**src/source/kyber_pkg.sv**
```systemverilog
`default_nettype none

////////////////////////////////////////
// Kyber field constants
////////////////////////////////////////

package kyber_pkg;

  // Prime modulus of the coefficient ring
  localparam int KYBER_Q = 3329;

  // Bits needed for one reduced coefficient
  // 2^12 is the smallest power of two above q
  localparam int Q_BITS = 12;

  // Storage width of one coefficient share
  localparam int COEF_W = 16;

  // Decode rounding offset
  // Rounded-up quarter of q, 833
  // Shifts the "one" window so it starts at zero
  localparam int Q_QUARTER = (KYBER_Q + 3) / 4;

endpackage

`default_nettype wire

```
**src/source/mask_pkg.sv**
```systemverilog
`default_nettype none

////////////////////////////////////////
// Masking and pipeline constants
////////////////////////////////////////

package mask_pkg;

  // Width of the fresh random word per coefficient
  localparam int RAND_W = 16;

  // Stage latencies in cycles
  localparam int OFFSET_LAT  = 1;
  localparam int RESCALE_LAT = 2;
  localparam int A2B_LAT     = 3;

  // End to end, plus the output bit register
  localparam int DECODE_LAT = OFFSET_LAT + RESCALE_LAT + A2B_LAT + 1;

endpackage

`default_nettype wire

```
**src/source/quarter_offset_sub.sv**
```systemverilog
`timescale 1ns/1ps
`default_nettype none

module quarter_offset_sub (
  input  logic                        clk,
  input  logic                        reset,
  input  logic                        ce,
  input  logic [kyber_pkg::COEF_W-1:0] c1,
  input  logic [kyber_pkg::COEF_W-1:0] c2,
  output logic                        data_valid,
  output logic [kyber_pkg::COEF_W-1:0] y1,
  output logic [kyber_pkg::COEF_W-1:0] y2
);

  import kyber_pkg::*;
  import mask_pkg::*;

  // Subtrahend and its wrap-around complement
  localparam logic [COEF_W-1:0] QUARTER = COEF_W'(Q_QUARTER);
  localparam logic [COEF_W-1:0] WRAP    = COEF_W'(KYBER_Q - Q_QUARTER);

  logic [OFFSET_LAT-1:0] vld_sr;

  // Strobe delay line
  always_ff @(posedge clk) begin
    if (reset) begin
      vld_sr <= '0;
    end else begin
      vld_sr <= (vld_sr << 1) | OFFSET_LAT'(ce);
    end
  end

  assign data_valid = vld_sr[OFFSET_LAT-1];

  // Only share one moves, share two passes through
  // Adding q - q/4 instead of going negative keeps c1 in [0, q)
  always_ff @(posedge clk) begin
    if (c1 >= QUARTER) begin
      y1 <= c1 - QUARTER;
    end else begin
      y1 <= c1 + WRAP;
    end
    y2 <= c2;
  end

endmodule

`default_nettype wire

```
**src/source/share_rescale_pow2.sv**
```systemverilog
`timescale 1ns/1ps
`default_nettype none

module share_rescale_pow2 #(
  parameter int POW_BITS = 13
) (
  input  logic                        clk,
  input  logic                        reset,
  input  logic                        ce,
  input  logic [kyber_pkg::COEF_W-1:0] c1,
  input  logic [kyber_pkg::COEF_W-1:0] c2,
  output logic                        data_valid,
  output logic [POW_BITS-1:0]         y1,
  output logic [POW_BITS-1:0]         y2
);

  import kyber_pkg::*;
  import mask_pkg::*;

  localparam int PROD_W = COEF_W + POW_BITS + 1;

  // floor(2^(12+POW_BITS) / q), fits in POW_BITS+1 bits
  // Estimate from it is exact or one short
  localparam logic [PROD_W-1:0] RECIP =
    PROD_W'((64'd1 << (Q_BITS + POW_BITS)) / KYBER_Q);
  localparam logic [PROD_W-1:0] Q_EXT = PROD_W'(KYBER_Q);
  // Half of the power-of-two range
  localparam logic [POW_BITS-1:0] HALF = {1'b1, {(POW_BITS-1){1'b0}}};

  logic [RESCALE_LAT-1:0] vld_sr;
  logic [PROD_W-1:0]      prod1;
  logic [PROD_W-1:0]      prod2;
  logic [COEF_W-1:0]      sh1;
  logic [COEF_W-1:0]      sh2;

  // Shift, then bump by one if the remainder is still >= q
  function automatic logic [POW_BITS-1:0] floor_fix(
    input logic [PROD_W-1:0] prod,
    input logic [COEF_W-1:0] share
  );
    logic [PROD_W-1:0] est;
    logic [PROD_W-1:0] num;
    logic [PROD_W-1:0] rem;
    est = prod >> Q_BITS;
    num = PROD_W'(share) << POW_BITS;
    rem = num - est * Q_EXT;
    if (rem >= Q_EXT) begin
      est = est + 1'b1;
    end
    return est[POW_BITS-1:0];
  endfunction

  always_ff @(posedge clk) begin
    if (reset) begin
      vld_sr <= '0;
    end else begin
      vld_sr <= (vld_sr << 1) | RESCALE_LAT'(ce);
    end
  end

  assign data_valid = vld_sr[RESCALE_LAT-1];

  ////////////////////////////////////////
  // Stage 1, reciprocal multiply
  ////////////////////////////////////////
  always_ff @(posedge clk) begin
    prod1 <= PROD_W'(c1) * RECIP;
    prod2 <= PROD_W'(c2) * RECIP;
    // Kept for the remainder check
    sh1   <= c1;
    sh2   <= c2;
  end

  ////////////////////////////////////////
  // Stage 2, floor fix and half offset
  ////////////////////////////////////////
  always_ff @(posedge clk) begin
    // Offset lands on share one only
    y1 <= floor_fix(prod1, sh1) - HALF;
    y2 <= floor_fix(prod2, sh2);
  end

endmodule

`default_nettype wire

```
**src/source/masked_a2b.sv**
```systemverilog
`timescale 1ns/1ps
`default_nettype none

module masked_a2b #(
  parameter int POW_BITS = 13
) (
  input  logic                       clk,
  input  logic                       reset,
  input  logic                       ce,
  input  logic [POW_BITS-1:0]        c1,
  input  logic [POW_BITS-1:0]        c2,
  input  logic [mask_pkg::RAND_W-1:0] prng_data,
  output logic                       data_valid,
  output logic [POW_BITS-1:0]        y1,
  output logic [POW_BITS-1:0]        y2
);

  import mask_pkg::*;

  // Carry recurrence split over the three stages
  localparam int N_ITER = POW_BITS - 1;
  localparam int N_S1   = N_ITER / 3;
  localparam int N_S2   = N_ITER / 3;
  localparam int N_S3   = N_ITER - N_S1 - N_S2;

  logic [A2B_LAT-1:0]  vld_sr;

  // Stage 1 combinational results
  logic [POW_BITS-1:0] init_t;
  logic [POW_BITS-1:0] init_omega;
  logic [POW_BITS-1:0] init_xp;

  // Pipeline state, T and omega carry the refresh randomness
  logic [POW_BITS-1:0] s1_t;
  logic [POW_BITS-1:0] s1_omega;
  logic [POW_BITS-1:0] s1_xp;
  logic [POW_BITS-1:0] s1_a;
  logic [POW_BITS-1:0] s1_r;
  logic [POW_BITS-1:0] s2_t;
  logic [POW_BITS-1:0] s2_omega;
  logic [POW_BITS-1:0] s2_xp;
  logic [POW_BITS-1:0] s2_a;
  logic [POW_BITS-1:0] s2_r;

  // Unrolled Goubin loop body, steps iterations
  // Only T changes, omega / A / r stay fixed
  function automatic logic [POW_BITS-1:0] carry_run(
    input logic [POW_BITS-1:0] t_in,
    input logic [POW_BITS-1:0] omega,
    input logic [POW_BITS-1:0] a,
    input logic [POW_BITS-1:0] r,
    input int                  steps
  );
    logic [POW_BITS-1:0] t;
    logic [POW_BITS-1:0] g;
    t = t_in;
    for (int j = 0; j < steps; j++) begin
      g = t & r;
      g = g ^ omega;
      t = t & a;
      g = g ^ t;
      t = g << 1;
    end
    return t;
  endfunction

  always_ff @(posedge clk) begin
    if (reset) begin
      vld_sr <= '0;
    end else begin
      vld_sr <= (vld_sr << 1) | A2B_LAT'(ce);
    end
  end

  assign data_valid = vld_sr[A2B_LAT-1];

  ////////////////////////////////////////
  // Stage 1, setup with fresh gamma
  ////////////////////////////////////////
  always_comb begin : a2b_init
    logic [POW_BITS-1:0] gamma;
    logic [POW_BITS-1:0] t0;
    logic [POW_BITS-1:0] xr;
    logic [POW_BITS-1:0] g;
    logic [POW_BITS-1:0] om;
    // Random word taken in the ce cycle
    gamma = prng_data[POW_BITS-1:0];
    t0    = gamma << 1;
    xr    = gamma ^ c2;
    om    = gamma & xr;
    // x' = 2*gamma ^ A
    init_xp = t0 ^ c1;
    g     = gamma ^ init_xp;
    g     = g & c2;
    om    = om ^ g;
    g     = t0 & c1;
    om    = om ^ g;
    init_omega = om;
    init_t     = carry_run(t0, om, c1, c2, N_S1);
  end

  always_ff @(posedge clk) begin
    s1_t     <= init_t;
    s1_omega <= init_omega;
    s1_xp    <= init_xp;
    s1_a     <= c1;
    s1_r     <= c2;
  end

  ////////////////////////////////////////
  // Stage 2, middle iterations
  ////////////////////////////////////////
  always_ff @(posedge clk) begin
    s2_t     <= carry_run(s1_t, s1_omega, s1_a, s1_r, N_S2);
    s2_omega <= s1_omega;
    s2_xp    <= s1_xp;
    s2_a     <= s1_a;
    s2_r     <= s1_r;
  end

  ////////////////////////////////////////
  // Stage 3, last iterations and output
  ////////////////////////////////////////
  always_ff @(posedge clk) begin
    // x' ^ T gives (A + r) ^ r
    y1 <= s2_xp ^ carry_run(s2_t, s2_omega, s2_a, s2_r, N_S3);
    // Mask r becomes the second Boolean share
    y2 <= s2_r;
  end

endmodule

`default_nettype wire

```
**src/source/masked_decode.sv**
```systemverilog
`timescale 1ns/1ps
`default_nettype none

module masked_decode #(
  parameter int POW_BITS = 13
) (
  input  logic                        clk,
  input  logic                        reset,
  input  logic                        ce,
  input  logic [kyber_pkg::COEF_W-1:0] c1,
  input  logic [kyber_pkg::COEF_W-1:0] c2,
  input  logic [mask_pkg::RAND_W-1:0]  prng_data,
  output logic                        data_valid,
  output logic                        m1,
  output logic                        m2
);

  import kyber_pkg::*;

  logic                off_valid;
  logic [COEF_W-1:0]   off_y1;
  logic [COEF_W-1:0]   off_y2;
  logic                pw_valid;
  logic [POW_BITS-1:0] pw_y1;
  logic [POW_BITS-1:0] pw_y2;
  logic                bool_valid;
  logic [POW_BITS-1:0] bool_y1;
  logic [POW_BITS-1:0] bool_y2;

  // c1 - q/4 mod q
  quarter_offset_sub off_i (
    .clk        (clk),
    .reset      (reset),
    .ce         (ce),
    .c1         (c1),
    .c2         (c2),
    .data_valid (off_valid),
    .y1         (off_y1),
    .y2         (off_y2)
  );

  // mod q to mod 2^POW_BITS, minus half range
  share_rescale_pow2 #(
    .POW_BITS (POW_BITS)
  ) rescale_i (
    .clk        (clk),
    .reset      (reset),
    .ce         (off_valid),
    .c1         (off_y1),
    .c2         (off_y2),
    .data_valid (pw_valid),
    .y1         (pw_y1),
    .y2         (pw_y2)
  );

  // Arithmetic to Boolean shares
  masked_a2b #(
    .POW_BITS (POW_BITS)
  ) a2b_i (
    .clk        (clk),
    .reset      (reset),
    .ce         (pw_valid),
    .c1         (pw_y1),
    .c2         (pw_y2),
    .prng_data  (prng_data),
    .data_valid (bool_valid),
    .y1         (bool_y1),
    .y2         (bool_y2)
  );

  ////////////////////////////////////////
  // Output bit register
  ////////////////////////////////////////
  always_ff @(posedge clk) begin
    if (reset) begin
      data_valid <= 1'b0;
    end else begin
      data_valid <= bool_valid;
    end
  end

  // Top bit of each share, XOR of the two is the message bit
  always_ff @(posedge clk) begin
    m1 <= bool_y1[POW_BITS-1];
    m2 <= bool_y2[POW_BITS-1];
  end

endmodule

`default_nettype wire

```
**config.mk**
```make
export PLATFORM = sky130hd
export DESIGN_NAME = masked_decode
export DESIGN_NICKNAME = d
export VERILOG_FILES = /design/src/source/kyber_pkg.sv /design/src/source/mask_pkg.sv /design/src/source/quarter_offset_sub.sv /design/src/source/share_rescale_pow2.sv /design/src/source/masked_a2b.sv /design/src/source/masked_decode.sv
export SDC_FILE = /design/constraint.sdc
export NUM_CORES = 1
export LEC_CHECK = 0
export BUFFER_PORTS_ARGS = -buffer_cell sky130_fd_sc_hd__buf_4
export CAP_MARGIN = 20
export CORE_ASPECT_RATIO = 2
export CORE_MARGIN = 1.5
export CORE_UTILIZATION = 59
export CTS_CLUSTER_SIZE = 28
export DETAILED_ROUTE_END_ITERATION = 8
export PLACE_DENSITY = 0.86
export SETUP_SLACK_MARGIN = 0.5
export SLEW_MARGIN = 0
export SYNTH_ARGS = -nofsm -noshare
export SYNTH_HDL_FRONTEND = slang
export SYNTH_SLANG_ARGS = --single-unit
```
**constraint.sdc**
```tcl
create_clock -name clk -period 6 [get_ports clk]
set_input_delay 1.2 -clock clk [delete_from_list [all_inputs] [get_ports clk]]
set_output_delay 1.2 -clock clk [all_outputs]
set_load 0.01 [all_outputs]
```
==> flow_summary.yaml <==
outcome:
  outcome: "finished, violations left"
  violations: "negative setup slack"
finish:
  layout_commonest_cell: "inv_1"
  stdcell_area_sq_um: 25500
  layout-area-overhead-vs-synth_pct: 17.9
  nNetsFinal: 3149
  drive_above_1_share_pct: 18.6
  most-common-layout-cells: "506 x inv_1, 390 x ha_1, 247 x fa_1"
  fin_util_pct: 70.3
  fill_cells: 2254
job:
  maxCapViolCount: 0
placement:
  dpl.hpwl_mm: 44.8
  place_area_sq_um: 23000
  place_congestion: 0.983
  portBuffers: 49
yosys:
  syn_inst: 2234
  synthDistinctLibCells: 77
  syn_area_sq_um: 21700
  ys.flop_type: "dfxtp_1"
  syn-num-nets: 2992
  ys_warn_count: 0
  synth_edf_count: 0
  seq_area_frac_synth_pct: 16.5
  syn_avg_cell_area_sq_um: 9.69
  synth_async_sr_flop_share_pct: 0
  yosys_register_bits: 179
timing:
  fin_setup_tns_ns: -0.107
  fin_ws_ns: -0.107
  fin_skew_ns: 0.0180
  finalCritPeriodShare_pct: 102
  finalSetupViolCount: 1
  hold_slack_ns: 0.329
  rsz0062_at_grt: "yes"
  max_freq_mhz: 164
  worst_pin_slew_ns: 0.799
  hold_viol_final: 0
  fin_crit_ns: 6.11
  slew_headroom_pct: 46.4
  drv_slew: 0
setup_path:
  required_ns: 6.36
  arrival_ns: 6.47
  critPathMaxStageDelay_ns: 0.62
  criticalPathCategory: "flop to flop"
  path_cells: "buf_4 > fa_1 > fa_1 > inv_1 > fa_1 > inv_1 > fa_1 > fa_1 > fa_1 > ha_1 > a21oi_1 > nor2b_1 > o21ai_0 > nand2b_1 > a21oi_2 > nor3b_4 > a211oi_2 > o41ai_2 > mux2i_1 > nand2_1"
  crit_fanout: 7
  end_kind: "flop"
  crit_path_frequent_cell: "fa_1"
  cp-start-kind: "flop"
  slowest_stage: "fa_1"
floorplanning:
  io_pins: 54
  die-area_sq_um: 37900
  core_sq_um: 36300
  fp.dieW_microns: 138
  num_rows: 99
  die_h_microns: 274
  initial_core_util_pct: 59.7
clock_tree:
  cts_htree_levels: 4
  ctsHoldBuffers: 0
  cts_tree: "yes"
  cts_buffers: 17
  cts_buffer_depth: 2
  root_buffer: "clkbuf_16"
  clk_latency_ns: 0.48
  cts.sinks: 179
  clk_pin_slew_worst_paths_ns: 0.08
detailed_routing:
  drt_wl_total_mm: 69.0
  via_per_inst: 6.30
  wl_per_cell_microns: 24.1
  drc: 0
  vias: 18000
  first_pass_iters: 7
  drt_first_iter_violations: 1226
  ant_nets: 0
global_route:
  track_usage_pct: 31.6
  antenna_found_initial: 1
  grt_max_degree: 23
  grt-ovfl-total: 0
  grt_pass1_wl_mm: 93.6
  grt_pass1_vias: 19300
min_path:
  hp-class: "flop to flop"
==> Yosys cell counts, types with 16 or more instances <==
master / count / share of area [%]
a211oi_1: 16 / 0.55
xnor2_1: 93 / 3.8
xor2_1: 44 / 1.8
clkbuf_1: 19 / 0.33
nand4_1: 19 / 0.55
ha_1: 441 / 25
a21o_1: 37 / 1.3
dfxtp_1: 179 / 17
nand2_1: 103 / 1.8
nor3_1: 26 / 0.60
fa_1: 266 / 25
a21oi_1: 89 / 2.1
o21ai_0: 47 / 1.1
inv_1: 524 / 9.1
nand2b_1: 19 / 0.55
nor2b_1: 19 / 0.55
nand3_1: 27 / 0.62
nor2_1: 62 / 1.1
==> metal layers <==
metal,vias up,GRT usage [%],part of all wire (%)
li1,7588,-,-
met1,8624,27.0,30
met2,1157,61.3,51
met3,633,3.79,6.3
met4,0,30.8,13
met5,-,0,0
==> cells by family (layout without fill, tap and decap cells) <==
group / after synthesis / count (layout) / synth area share [%]
simple gates: 339 / 339 / 7.94
compound gates: 315 / 315 / 9.87
buf+inv: 546 / 716 / 9.51
fa+ha+maj: 707 / 707 / 50.1
mux: 11 / 11 / 0.531
flops: 179 / 179 / 16.5
other cells: 0 / 1 / 0
xor+xnor: 137 / 137 / 5.54
==> area by class of cell <==
cell class                      instances  area (sq um)  area share [%]
Timing Repair Buffer                  160          1300            5.10
Clock buffer                           17           425            1.67
Tap cell                              454           568            2.23
Inverter                              524          1970            7.71
Antenna cell                            1          2.50         0.00980
Sequential cell                       179          3700            14.5
Multi-Input combinational cell       1509         17300            67.9
Clock inverter                         15           220           0.863
==> critical path, delay by kind of cell (launching register included) <==
| family | cells | cell delay (ns) |
|---|---|---|
| buf+inv | 3 | 0.39 |
| flops | 1 | 0.36 |
| simple gates | 4 | 0.51 |
| mux | 1 | 0.29 |
| fa+ha+maj | 7 | 3.28 |
| compound gates | 5 | 1.15 |
==> state kept, by name (all words and copies together), names as in the netlist, 2 cells and up <==
name,count
a2b_i.s1_a,8
a2b_i.s1_omega,8
a2b_i.s1_r,9
a2b_i.s2_a,4
a2b_i.s2_omega,4
a2b_i.s2_r,5
a2b_i.vld_sr,3
off_i.y1,16
off_i.y2,16
rescale_i.prod1,19
rescale_i.prod2,19
rescale_i.sh1,15
rescale_i.sh2,15
rescale_i.vld_sr,2
rescale_i.y1,13
rescale_i.y2,13
==> final timing paths <==
kind | endpoint | slack (ns) | startpoint | cells past startpoint
worst max-delay path | rescale_i.prod1[28] | -0.11 | off_i.y1[10] | 20
worst min-delay path | a2b_i.s2_r[9] | 0.33 | a2b_i.s1_r[9] | 0
worst max register to register | rescale_i.prod1[28] | -0.11 | off_i.y1[10] | 20
worst min register to register | a2b_i.s2_r[9] | 0.33 | a2b_i.s1_r[9] | 0
==> stage by stage <==
| stage | std cells | setup WS, ns |
|---|---|---|
| 6_report | 2859 | -0.107 |
| 2_1_floorplan | 2234 | 0.500 |
| 4_1_cts | 2832 | 0.372 |
| 5_1_grt | 2859 | -0.286 |
| 3_3_place_gp | 2769 | 0.0949 |
| 3_5_place_dp | 2769 | -0.0321 |
==> timing repair <==
item,in CTS,in global routing
resized for setup,181,131
pin swaps,62,95
buffers inserted,31,26
gates cloned,0,0
setup endpoints to repair,45,46
Power is left out: the tool's default activity adds up to more than one toggle a clock period on the data nets, which glitch-free logic cannot reach.
